## src/ex_pkg.sv

```systemverilog
// Shared definitions of the execute stage subsystem
// Holds the ALU opcodes, the redirect sources, the controller states,
// the data width and the fixed redirect addresses
package ex_pkg;

  //////////////////////////////////////////////////////////////////////
  // Widths and fixed addresses
  //////////////////////////////////////////////////////////////////////

  // Data and address width of the whole pipeline
  localparam int unsigned XLEN = 32;

  // Fetch restarts here once reset has been released
  localparam logic [XLEN-1:0] BOOT_ADDR = 32'h0000_0080;

  // Fetch restarts here when the controller kills the EX stage
  localparam logic [XLEN-1:0] TRAP_ADDR = 32'h0000_0100;

  //////////////////////////////////////////////////////////////////////
  // Encodings
  //////////////////////////////////////////////////////////////////////

  // ALU operations, the two branch opcodes only drive the compare result
  typedef enum logic [3:0] {
    ADD = 4'h0,
    SUB = 4'h1,
    AND = 4'h2,
    OR  = 4'h3,
    XOR = 4'h4,
    SLT = 4'h5,
    BEQ = 4'h8,
    BNE = 4'h9
  } alu_op_e;

  // Source of a program counter redirect
  typedef enum logic [1:0] {
    PC_BOOT   = 2'b00,
    PC_BRANCH = 2'b01,
    PC_TRAP   = 2'b10
  } pc_mux_e;

  // Controller state, BOOT only lasts until the boot redirect went out
  typedef enum logic {
    BOOT = 1'b0,
    RUN  = 1'b1
  } ctrl_state_e;

endpackage
```

## src/ex_subsystem.sv

```systemverilog
// Execute stage subsystem top level
// Connects the EX pipeline, the ALU, the branch unit and the controller
// slice that steers PC redirects and the halt and kill of the stages
`timescale 1ns/1ps

module ex_subsystem
  import ex_pkg::*;
(
  input  logic            clk,
  input  logic            rst_n_i,
  input  logic            id_valid_i,
  output logic            id_ready_o,
  input  logic [XLEN-1:0] pc_i,
  input  alu_op_e         alu_op_i,
  input  logic [XLEN-1:0] op_a_i,
  input  logic [XLEN-1:0] op_b_i,
  input  logic [XLEN-1:0] imm_i,
  input  logic            branch_i,
  input  logic            compressed_i,
  input  logic            rf_we_i,
  input  logic            csr_en_i,
  input  logic            xif_en_i,
  input  logic            lsu_en_i,
  input  logic            lsu_split_i,
  output logic            wb_valid_o,
  input  logic            wb_ready_i,
  output logic [XLEN-1:0] wb_pc_o,
  output logic [XLEN-1:0] wb_result_o,
  output logic            wb_rf_we_o,
  output logic            wb_csr_en_o,
  input  logic            csr_illegal_i,
  input  logic            dataindtiming_i,
  input  logic            halt_req_i,
  input  logic            kill_req_i,
  output logic            pc_set_o,
  output pc_mux_e         pc_mux_o,
  output logic [XLEN-1:0] branch_target_o,
  output logic            kill_if_o,
  output logic            kill_id_o
);

  logic            halt_ex;
  logic            kill_ex;
  logic [XLEN-1:0] ex_pc;
  alu_op_e         ex_alu_op;
  logic [XLEN-1:0] ex_op_a;
  logic [XLEN-1:0] ex_op_b;
  logic [XLEN-1:0] ex_imm;
  logic            ex_compressed;
  logic            ex_branch_first;
  logic [XLEN-1:0] alu_result;
  logic            alu_cmp_result;
  logic            branch_taken;
  logic [XLEN-1:0] branch_target;

  ex_stage u_ex_stage (
    .clk               (clk),
    .rst_n_i           (rst_n_i),
    .id_valid_i        (id_valid_i),
    .id_ready_o        (id_ready_o),
    .pc_i              (pc_i),
    .alu_op_i          (alu_op_i),
    .op_a_i            (op_a_i),
    .op_b_i            (op_b_i),
    .imm_i             (imm_i),
    .branch_i          (branch_i),
    .compressed_i      (compressed_i),
    .rf_we_i           (rf_we_i),
    .csr_en_i          (csr_en_i),
    .xif_en_i          (xif_en_i),
    .lsu_en_i          (lsu_en_i),
    .lsu_split_i       (lsu_split_i),
    .wb_ready_i        (wb_ready_i),
    .csr_illegal_i     (csr_illegal_i),
    .halt_ex_i         (halt_ex),
    .kill_ex_i         (kill_ex),
    .kill_id_i         (kill_id_o),
    .dataindtiming_i   (dataindtiming_i),
    .alu_result_i      (alu_result),
    .ex_pc_o           (ex_pc),
    .ex_alu_op_o       (ex_alu_op),
    .ex_op_a_o         (ex_op_a),
    .ex_op_b_o         (ex_op_b),
    .ex_imm_o          (ex_imm),
    .ex_compressed_o   (ex_compressed),
    .ex_branch_first_o (ex_branch_first),
    .wb_valid_o        (wb_valid_o),
    .wb_pc_o           (wb_pc_o),
    .wb_result_o       (wb_result_o),
    .wb_rf_we_o        (wb_rf_we_o),
    .wb_csr_en_o       (wb_csr_en_o)
  );

  ex_alu u_ex_alu (
    .alu_op_i     (ex_alu_op),
    .op_a_i       (ex_op_a),
    .op_b_i       (ex_op_b),
    .result_o     (alu_result),
    .cmp_result_o (alu_cmp_result)
  );

  // Only the first EX cycle of a branch is presented as a branch
  ex_branch u_ex_branch (
    .branch_i        (ex_branch_first),
    .cmp_result_i    (alu_cmp_result),
    .dataindtiming_i (dataindtiming_i),
    .compressed_i    (ex_compressed),
    .pc_i            (ex_pc),
    .imm_i           (ex_imm),
    .taken_o         (branch_taken),
    .target_o        (branch_target)
  );

  ex_ctrl u_ex_ctrl (
    .clk             (clk),
    .rst_n_i         (rst_n_i),
    .halt_req_i      (halt_req_i),
    .kill_req_i      (kill_req_i),
    .branch_first_i  (ex_branch_first),
    .branch_taken_i  (branch_taken),
    .branch_target_i (branch_target),
    .halt_ex_o       (halt_ex),
    .kill_ex_o       (kill_ex),
    .pc_set_o        (pc_set_o),
    .pc_mux_o        (pc_mux_o),
    .redirect_addr_o (branch_target_o),
    .kill_if_o       (kill_if_o),
    .kill_id_o       (kill_id_o)
  );

endmodule

```

## src/ex_stage.sv

```systemverilog
// Execute stage pipeline registers and handshakes
// Holds the instruction in EX and the result register towards write-back,
// obeys halt and kill, and filters CSR and register write enables
`timescale 1ns/1ps

module ex_stage
  import ex_pkg::*;
(
  input  logic            clk,
  input  logic            rst_n_i,
  input  logic            id_valid_i,
  output logic            id_ready_o,
  input  logic [XLEN-1:0] pc_i,
  input  alu_op_e         alu_op_i,
  input  logic [XLEN-1:0] op_a_i,
  input  logic [XLEN-1:0] op_b_i,
  input  logic [XLEN-1:0] imm_i,
  input  logic            branch_i,
  input  logic            compressed_i,
  input  logic            rf_we_i,
  input  logic            csr_en_i,
  input  logic            xif_en_i,
  input  logic            lsu_en_i,
  input  logic            lsu_split_i,
  input  logic            wb_ready_i,
  input  logic            csr_illegal_i,
  input  logic            halt_ex_i,
  input  logic            kill_ex_i,
  input  logic            kill_id_i,
  input  logic            dataindtiming_i,
  input  logic [XLEN-1:0] alu_result_i,
  output logic [XLEN-1:0] ex_pc_o,
  output alu_op_e         ex_alu_op_o,
  output logic [XLEN-1:0] ex_op_a_o,
  output logic [XLEN-1:0] ex_op_b_o,
  output logic [XLEN-1:0] ex_imm_o,
  output logic            ex_compressed_o,
  output logic            ex_branch_first_o,
  output logic            wb_valid_o,
  output logic [XLEN-1:0] wb_pc_o,
  output logic [XLEN-1:0] wb_result_o,
  output logic            wb_rf_we_o,
  output logic            wb_csr_en_o
);

  logic ex_valid_q;
  logic ex_branch_q;
  logic ex_rf_we_q;
  logic ex_csr_en_q;
  logic ex_xif_en_q;
  logic ex_lsu_en_q;
  logic ex_lsu_split_q;
  // Marks that the branch in EX already had its redirect cycle
  logic branch_seen_q;
  logic ex_valid;
  logic ex_move;
  logic id_transfer;

  // EX offers its instruction unless halted or killed
  assign ex_valid    = ex_valid_q && !halt_ex_i && !kill_ex_i;
  // It moves on when the WB register is empty or retires this edge
  assign ex_move     = ex_valid && (!wb_valid_o || wb_ready_i);
  assign id_ready_o  = kill_ex_i || (!halt_ex_i && (!ex_valid_q || ex_move));
  // A killed decode stage never hands its instruction over
  assign id_transfer = id_valid_i && id_ready_o && !kill_id_i;

  assign ex_branch_first_o = ex_valid_q && ex_branch_q && !branch_seen_q;

  always_ff @(posedge clk or negedge rst_n_i) begin
    if (!rst_n_i) begin
      ex_valid_q    <= 1'b0;
      branch_seen_q <= 1'b0;
      wb_valid_o    <= 1'b0;
    end else begin
      if (id_transfer) begin
        ex_valid_q <= 1'b1;
      end else if (kill_ex_i || ex_move) begin
        ex_valid_q <= 1'b0;
      end
      // A new or departing instruction starts with a clean flag
      if (id_transfer || kill_ex_i || ex_move) begin
        branch_seen_q <= 1'b0;
      end else if (ex_branch_first_o) begin
        branch_seen_q <= 1'b1;
      end
      if (ex_move) begin
        wb_valid_o <= 1'b1;
      end else if (wb_ready_i) begin
        wb_valid_o <= 1'b0;
      end
    end
  end

  //////////////////////////////////////////////////////////////////////
  // Payload registers
  //////////////////////////////////////////////////////////////////////

  always_ff @(posedge clk) begin
    if (id_transfer) begin
      ex_pc_o         <= pc_i;
      ex_alu_op_o     <= alu_op_i;
      ex_op_a_o       <= op_a_i;
      ex_op_b_o       <= op_b_i;
      ex_imm_o        <= imm_i;
      ex_compressed_o <= compressed_i;
      ex_branch_q     <= branch_i;
      ex_rf_we_q      <= rf_we_i;
      ex_csr_en_q     <= csr_en_i;
      ex_xif_en_q     <= xif_en_i;
      ex_lsu_en_q     <= lsu_en_i;
      ex_lsu_split_q  <= lsu_split_i;
    end
    if (ex_move) begin
      wb_pc_o     <= ex_pc_o;
      wb_result_o <= alu_result_i;
      // The coprocessor owns CSRs it accepted, illegal ones are dropped
      wb_csr_en_o <= ex_csr_en_q && !ex_xif_en_q && !csr_illegal_i;
      // First half of a split access and illegal CSRs write nothing
      wb_rf_we_o  <= ex_rf_we_q && !(ex_lsu_en_q && ex_lsu_split_q) &&
                     !(ex_csr_en_q && csr_illegal_i);
    end
  end

  property p_csr_filter(logic xif, logic illegal, logic exp_csr);
    @(posedge clk) disable iff (!rst_n_i)
      (ex_move && ex_csr_en_q && (ex_xif_en_q == xif) && (csr_illegal_i == illegal))
      |=> (wb_csr_en_o == exp_csr);
  endproperty

  // Halt from the controller stops both handshakes of this stage
  a_halt : assert property (@(posedge clk) disable iff (!rst_n_i)
                            (halt_ex_i && !kill_ex_i) |-> (!id_ready_o && !ex_valid));
  a_kill : assert property (@(posedge clk) disable iff (!rst_n_i)
                            kill_ex_i |-> (id_ready_o && !ex_valid));
  // Only a legal CSR that the coprocessor did not take reaches WB
  a_csr_xif_legal     : assert property (p_csr_filter(1'b1, 1'b0, 1'b0));
  a_csr_xif_illegal   : assert property (p_csr_filter(1'b1, 1'b1, 1'b0));
  a_csr_pipe_illegal  : assert property (p_csr_filter(1'b0, 1'b1, 1'b0));
  a_csr_pipe_legal    : assert property (p_csr_filter(1'b0, 1'b0, 1'b1));
  a_split_rf_we : assert property (@(posedge clk) disable iff (!rst_n_i)
                                   (ex_move && ex_lsu_en_q && ex_lsu_split_q) |=> !wb_rf_we_o);
  // The branch decision depends on this mode while the branch sits in EX
  a_dit_stable : assert property (@(posedge clk) disable iff (!rst_n_i)
                                  (ex_valid_q && !ex_move && !kill_ex_i)
                                  |=> $stable(dataindtiming_i));

endmodule

```

## src/ex_ctrl.sv

```systemverilog
// Pipeline controller slice for the execute stage
// Sends the boot redirect, passes halt and kill requests to EX, and
// turns a taken branch into a PC redirect that flushes fetch and decode
`timescale 1ns/1ps

module ex_ctrl
  import ex_pkg::*;
(
  input  logic            clk,
  input  logic            rst_n_i,
  input  logic            halt_req_i,
  input  logic            kill_req_i,
  input  logic            branch_first_i,
  input  logic            branch_taken_i,
  input  logic [XLEN-1:0] branch_target_i,
  output logic            halt_ex_o,
  output logic            kill_ex_o,
  output logic            pc_set_o,
  output pc_mux_e         pc_mux_o,
  output logic [XLEN-1:0] redirect_addr_o,
  output logic            kill_if_o,
  output logic            kill_id_o
);

  ctrl_state_e state_q;

  // Set at the first edge after reset, so the boot redirect is not
  // visible while reset is still asserted
  logic out_of_reset_q;

  logic boot_cycle;
  logic branch_redirect;

  assign boot_cycle      = (state_q == BOOT) && out_of_reset_q;
  assign branch_redirect = branch_first_i && branch_taken_i;

  always_ff @(posedge clk or negedge rst_n_i) begin
    if (!rst_n_i) begin
      state_q        <= BOOT;
      out_of_reset_q <= 1'b0;
    end else begin
      out_of_reset_q <= 1'b1;
      // Leave BOOT once the boot redirect has been issued
      if (boot_cycle) begin
        state_q <= RUN;
      end
    end
  end

  // Halt and kill reach EX in the same cycle
  assign halt_ex_o = halt_req_i;
  assign kill_ex_o = kill_req_i;

  // Younger instructions in fetch and decode are wrong path on a kill
  // or a taken branch
  assign kill_if_o = kill_req_i || branch_redirect;
  assign kill_id_o = kill_req_i || branch_redirect;

  //////////////////////////////////////////////////////////////////////
  // Redirect priority, boot first, then kill, then branch
  //////////////////////////////////////////////////////////////////////

  always_comb begin
    pc_set_o        = 1'b0;
    pc_mux_o        = PC_BRANCH;
    redirect_addr_o = branch_target_i;
    if (boot_cycle) begin
      pc_set_o        = 1'b1;
      pc_mux_o        = PC_BOOT;
      redirect_addr_o = BOOT_ADDR;
    end else if (kill_req_i) begin
      pc_set_o        = 1'b1;
      pc_mux_o        = PC_TRAP;
      redirect_addr_o = TRAP_ADDR;
    end else if (branch_redirect) begin
      pc_set_o = 1'b1;
    end
  end

  // Every branch redirect flushes the stages behind EX
  a_branch_kills_if_id :
    assert property (@(posedge clk) disable iff (!rst_n_i)
                     (pc_set_o && (pc_mux_o == PC_BRANCH)) |-> (kill_if_o && kill_id_o));

  // The branch unit reports every branch as taken under data independent
  // timing, so each first branch cycle in RUN must set the PC
  a_branch_first_sets_pc :
    assert property (@(posedge clk) disable iff (!rst_n_i)
                     (branch_first_i && branch_taken_i && (state_q == RUN) && !kill_req_i)
                     |-> (pc_set_o && (pc_mux_o == PC_BRANCH)));

  // EX drops its instruction on a kill and then reports ready, which is
  // only safe when decode is flushed in the same cycle
  a_kill_ex_consistent :
    assert property (@(posedge clk) disable iff (!rst_n_i)
                     (kill_ex_o && !boot_cycle)
                     |-> (kill_id_o && kill_if_o && pc_set_o && (pc_mux_o == PC_TRAP)));

endmodule

```

## src/ex_branch.sv

```systemverilog
// Branch decision and target calculation
// A branch is taken when its compare holds, or always when data
// independent timing is on, in which case an untaken branch redirects
// to the next sequential instruction
`timescale 1ns/1ps

module ex_branch
  import ex_pkg::*;
(
  input  logic            branch_i,
  input  logic            cmp_result_i,
  input  logic            dataindtiming_i,
  input  logic            compressed_i,
  input  logic [XLEN-1:0] pc_i,
  input  logic [XLEN-1:0] imm_i,
  output logic            taken_o,
  output logic [XLEN-1:0] target_o
);

  // Step to the next sequential instruction
  logic [XLEN-1:0] seq_step;

  // Next sequential pc, used as target when the compare fails
  logic [XLEN-1:0] seq_pc;

  assign seq_step = compressed_i ? XLEN'(2) : XLEN'(4);
  assign seq_pc   = pc_i + seq_step;

  // With data independent timing every branch redirects, so taken and
  // untaken branches cost the same number of cycles
  assign taken_o = branch_i && (cmp_result_i || dataindtiming_i);

  // The real target when the compare holds, else the fall-through pc
  assign target_o = cmp_result_i ? (pc_i + imm_i) : seq_pc;

  // A forced redirect of an untaken branch must land on the instruction
  // right after the branch, 2 or 4 bytes on depending on its size
  always_comb begin
    a_dit_fall_through :
      assert final (!(branch_i && dataindtiming_i && !cmp_result_i) ||
                    (target_o == pc_i + (compressed_i ? XLEN'(2) : XLEN'(4))))
        else $error("ex_branch: wrong fall-through target for untaken branch");
  end

endmodule

```

## src/ex_alu.sv

```systemverilog
// Execute stage ALU
// Computes add, subtract, logic and signed set-less-than results, and
// the equality compare that the branch unit uses for BEQ and BNE
`timescale 1ns/1ps

module ex_alu
  import ex_pkg::*;
(
  input  alu_op_e         alu_op_i,
  input  logic [XLEN-1:0] op_a_i,
  input  logic [XLEN-1:0] op_b_i,
  output logic [XLEN-1:0] result_o,
  output logic            cmp_result_o
);

  // Signed compare for SLT
  logic signed_lt;

  // Equality of both operands, shared by BEQ and BNE
  logic ops_equal;

  assign signed_lt = $signed(op_a_i) < $signed(op_b_i);
  assign ops_equal = (op_a_i == op_b_i);

  //////////////////////////////////////////////////////////////////////
  // Operation select
  //////////////////////////////////////////////////////////////////////

  always_comb begin
    result_o     = '0;
    cmp_result_o = 1'b0;
    case (alu_op_i)
      ADD: result_o = op_a_i + op_b_i;
      SUB: result_o = op_a_i - op_b_i;
      AND: result_o = op_a_i & op_b_i;
      OR:  result_o = op_a_i | op_b_i;
      XOR: result_o = op_a_i ^ op_b_i;
      // Only the lowest bit carries the compare, the rest stays zero
      SLT: result_o = {{(XLEN-1){1'b0}}, signed_lt};
      // Branches produce no data result, only the compare flag
      BEQ: cmp_result_o = ops_equal;
      BNE: cmp_result_o = !ops_equal;
      default: begin
        result_o     = '0;
        cmp_result_o = 1'b0;
      end
    endcase
  end

  // The branch unit takes cmp_result as branch condition without looking
  // at the opcode, so it must never be high for a plain ALU operation
  always_comb begin
    a_cmp_only_on_branch :
      assert final ((alu_op_i inside {BEQ, BNE}) || !cmp_result_o)
        else $error("ex_alu: compare result high for a non-branch opcode");
  end

endmodule

```

## config.mk

```make
export PLATFORM = sky130hd
export DESIGN_NAME = ex_subsystem
export DESIGN_NICKNAME = d
export VERILOG_FILES = /design/src/ex_pkg.sv /design/src/ex_subsystem.sv /design/src/ex_stage.sv /design/src/ex_ctrl.sv /design/src/ex_branch.sv /design/src/ex_alu.sv
export SDC_FILE = /design/constraint.sdc
export NUM_CORES = 1
export LEC_CHECK = 0
export ABC_AREA = 1
export BUFFER_PORTS_ARGS = -buffer_cell sky130_fd_sc_hd__buf_2
export CORE_MARGIN = 1
export CORE_UTILIZATION = 45
export CTS_CLUSTER_DIAMETER = 80
export CTS_CLUSTER_SIZE = 24
export DETAILED_ROUTE_END_ITERATION = 10
export GPL_TIMING_DRIVEN = 0
export PLACE_DENSITY_LB_ADDON = 0.15
export SLEW_MARGIN = 20
export SYNTH_ARGS = -nofsm -noshare
export SYNTH_HDL_FRONTEND = slang
export SYNTH_SLANG_ARGS = --single-unit
```

## constraint.sdc

```tcl
create_clock -name clk -period 5.8 [get_ports clk]
set_input_delay 0.87 -clock clk [delete_from_list [all_inputs] [get_ports clk]]
set_output_delay 0.87 -clock clk [all_outputs]
set_load 0.01 [all_outputs]
```

==> summary.md <==
| Metric | Value |
|---|---|
| Crit Path Max Fanout | 14 |
| Post-Syn Instances | approximately 2,000 |
| XOR/XNOR Fraction of Synth Area | 0.00350 |
| Num CTS Buffers | 16 |
| Reg clk slew, reported paths | 0.09 ns |
| Design Power | 0.00339 W |
| Crit path required time | between 4 and 5 ns |
| Lkg Pwr | 8.70 nW |
| PwrDens | 194 mW/mm^2 |
| Ys Warns | 0 |
| Die area | 0.0341 sq mm |
| # IOs | 252 |
| Net count after synthesis | about 2,200 |
| PortBufs | 251 |
| Worst Setup End Kind | primary output |
| Post-route setup TNS | 0 ns |
| Adder-cell share of the synthesized area | 0.110 |
| Final WS setup | around 0.3 ns |
| Final RePlAce weighted congestion | 0.991 |
| Cell Area, Synth | 0.0150 sq mm |
| Min-delay worst type | in -> async |
| Netlist cell types | 43 |
| DR DRC count | 0 |
| Fmax | 0.182 GHz |
| Measured slew at the worst slew-check pin | 1.02 ns |
| Worst skew pair latency | 0.54 ns |
| Pre-CTS WS | 0.567 ns |
| Routed Wire Length | 48.0 mm |
| First-pass DRT Iterations | 5 |
| Inst Count DP | between 2,000 and 3,000 |
| Syn Area/Cell | 7.68 sq um |
| Worst slew margin | 0.323 |
| Status | finished clean |
| Post-synthesis sequential area ratio | 0.419 |
| Utilization after layout | 0.535 |
| Hold Fails Final Rpt | 0 |
| First-pass GRT wire length | ~72 mm |
| Die Span Y | 185 um |
| DP Wirelength | 38.7 mm |
| RSZ-0062 raised after global routing | false |
| Overflow after GRT | 0 |
| Post-synthesis mux area share | 0 |
| Drt via density | 5.06 |
| Die X | 185 um |
| Clock skew | just over 0.04 ns |
| CP arrival | between 4 and 5 ns |
| Std cell rows | 66 |
| Layout cells sized above 1 | 0.157 |
| Core box area | approximately 0.033 sq mm |
| Period minus WS final | between 5 and 6 ns |
| Largest net degree at the start of global routing | 92 |
| Compound-Gate Fraction of Synth Area | 0.100 |
| DRC marker count from the first detailed-route iteration | between 900 and 1,000 |
| Number of synthesized register bits | 210 |
| Crit Path Class | reg -> out |
| Maximum clock insertion buffer count | 3 |
| Period Utilization, post-route | 0.948 |
| DR vias | 13,558 |
| Final setup vio count | 0 |
| Simple-gate share of the synthesized area | 0.261 |
| P&R area growth vs syn | 16.5% |
| H-tree depth | 1 |
| Finished Layout Cells | 2,681 |
| DR WL/cell | 17.9 um |
| VDD IR max | 0.000285 V |
| Setup crit start kind | flop |
| MaxCap Viol Count | 0 |
| Root Buffer | clkbuf_16 |
| Routed Antenna Nets | 0 |
| Final Max Tran Viols | 0 |
| Starting Density | 0.459 |
| TritonCTS clock tree | built |
| Main combinational cell family by area after synthesis | simple AND/OR/NAND/NOR gates |
| Antenna violations before repair | 6 |
| Final nets | 2,502 |
| Total Routing Usage GR | 0.279 |
| Clock Sinks | 210 |
| Vias in the first global route | 13,163 |
==> cell usage in the layout (no fill, tap or decap), types with 2 or more instances in the layout <==
cell type    n
a21o_1       2
a21oi_1    135
a221oi_1     3
and2_1       3
buf_12       2
buf_16       2
buf_2      270
buf_4        6
buf_6        6
clkbuf_1    13
clkbuf_16   16
clkinv_8     2
dfrtp_1      5
diode_2      4
edfxtp_1   205
fa_1         3
ha_1       127
inv_1      356
inv_2        4
inv_8        3
nand2_1    527
nand2_2      8
nand3_1    138
nand3b_1     7
nand4_1      8
nor2_1     190
nor2_2       9
nor2_4      11
nor3_1      20
nor4_1       2
o21a_1       7
o21ai_0     63
o21ai_1      7
o21ai_2      3
o21bai_1    15
o221ai_1     2
o22ai_1     33
xnor2_1      2
xor2_1       4
==> critical path: stages (launching register included) <==
cell	delay, ns
edfxtp_1	0.46
inv_1	0.11
ha_1	0.22
buf_2	0.18
nor2_2	0.19
nand2_1	0.11
nor2_2	0.17
nand2_2	0.11
nor2_2	0.10
nand2_2	0.12
nand2_8	0.18
buf_4	0.22
nor2_1	0.06
ha_1	0.33
a21oi_1	0.29
nand2_1	0.19
a21oi_1	0.15
nand2_1	0.17
a21oi_2	0.33
nand3_1	0.12
nand2_1	0.07
nor2_1	0.05
buf_2	0.15
==> repair_timing <==
item                                    CTS  global route
endpoints found under the setup margin    1            15
resized for setup                         0             8
endpoints found under the hold margin     0             0
setup buffers                             0             0
hold buffers                              0             0
==> cell usage after synthesis <==
master / count / share of area
nand2_1: 527 / 0.13
inv_1: 357 / 0.089
edfxtp_1: 205 / 0.41
nor2_1: 192 / 0.048
nand3_1: 138 / 0.046
a21oi_1: 136 / 0.045
ha_1: 127 / 0.11
o21ai_0: 64 / 0.021
o22ai_1: 33 / 0.014
buf_2: 21 / 0.0070
nor3_1: 20 / 0.0067
o21bai_1: 15 / 0.0075
nor2_4: 10 / 0.0075
clkbuf_1: 9 / 0.0023
nand2_2: 8 / 0.0033
nand4_1: 8 / 0.0033
nor2_2: 8 / 0.0033
o21ai_1: 8 / 0.0027
nand3b_1: 7 / 0.0035
o21a_1: 7 / 0.0035
buf_6: 6 / 0.0045
buf_4: 5 / 0.0025
dfrtp_1: 5 / 0.0083
inv_2: 4 / 0.0010
xor2_1: 4 / 0.0023
a221oi_1: 3 / 0.0018
and2_1: 3 / 0.0013
fa_1: 3 / 0.0040
a21o_1: 2 / 0.0010
nand2_4: 2 / 0.0015
nor4_1: 2 / 0.00083
o221ai_1: 2 / 0.0012
xnor2_1: 2 / 0.0012
and3_1: 1 / 0.00042
buf_1: 1 / 0.00025
conb_1: 1 / 0.00025
nand3_4: 1 / 0.0012
nor3_4: 1 / 0.0011
nor3b_1: 1 / 0.00050
o211ai_1: 1 / 0.00050
o21ai_2: 1 / 0.00058
o21ai_4: 1 / 0.0011
or2_2: 1 / 0.00042
==> flip-flops by register name, summed over array words and instances (netlist names), 4 cells and up <==
name	count
u_ex_stage.ex_alu_op_o	4
u_ex_stage.ex_imm_o	32
u_ex_stage.ex_op_a_o	32
u_ex_stage.ex_op_b_o	32
u_ex_stage.ex_pc_o	32
u_ex_stage.wb_pc_o	32
u_ex_stage.wb_result_o	32
==> power by group <==
part	internal (W)	switching, W
sequential	0.00171	0.0000208
combinational	0.000165	0.000317
clock	0.000581	0.000590
total	0.00246	0.000928
==> kinds of logic after synthesis <==
family,after synthesis
adder cells (fa/ha/maj),130
AO/OA/AOI/OAI,273
other,1
buffers and inverters,403
AND/OR/NAND/NOR,930
XOR/XNOR,6
flip-flops,210
==> layer usage <==
layer / routed length (um) / vias to the layer above / track usage
met4: 1690 / 6 / 0.0952
met5: 37 / - / 0
met1: 20400 / 6184 / 0.342
met3: 3020 / 72 / 0.0537
li1: - / 6851 / -
met2: 22900 / 445 / 0.487
==> through the flow <==
| step | instance area, sq um | hold slack, ns |
|---|---|---|
| 2_1_floorplan | 15000 | 0.433 |
| 3_3_place_gp | 16800 | 0.441 |
| 3_5_place_dp | 16900 | 0.449 |
| 4_1_cts | 17400 | 0.132 |
| 5_1_grt | 17500 | 0.131 |
| 6_report | 17500 | 0.142 |
==> final cells by class <==
cell class / instances / area (sq um)
plain buffers: 41 / 245
clock inverters: 8 / 113
multi-input cells: 1340 / 7150
clock buffers: 20 / 415
inverters: 361 / 1360
repair buffers: 255 / 1350
diodes: 4 / 10.0
flip-flops and latches: 210 / 6280
fillers: 3250 / 15200
well taps: 442 / 553
==> worst paths after layout <==
path	start	endpoint	slack, ns	cells past startpoint
max	u_ex_stage.ex_op_b_o[15]	branch_target_o[31]	0.30	22
min	rst_n_i	u_ex_ctrl.state_q	0.14	1
max reg2reg	u_ex_stage.ex_op_b_o[15]	u_ex_stage.ex_op_a_o[29]	2.35	15
min reg2reg	u_ex_stage.ex_pc_o[23]	u_ex_stage.wb_pc_o[23]	0.47	0
max in group asynchronous	rst_n_i	u_ex_stage.wb_valid_o	5.51	1
min in group clk	u_ex_stage.ex_pc_o[23]	u_ex_stage.wb_pc_o[23]	0.47	0
No activity file was read; power rests on OpenSTA's default activity.
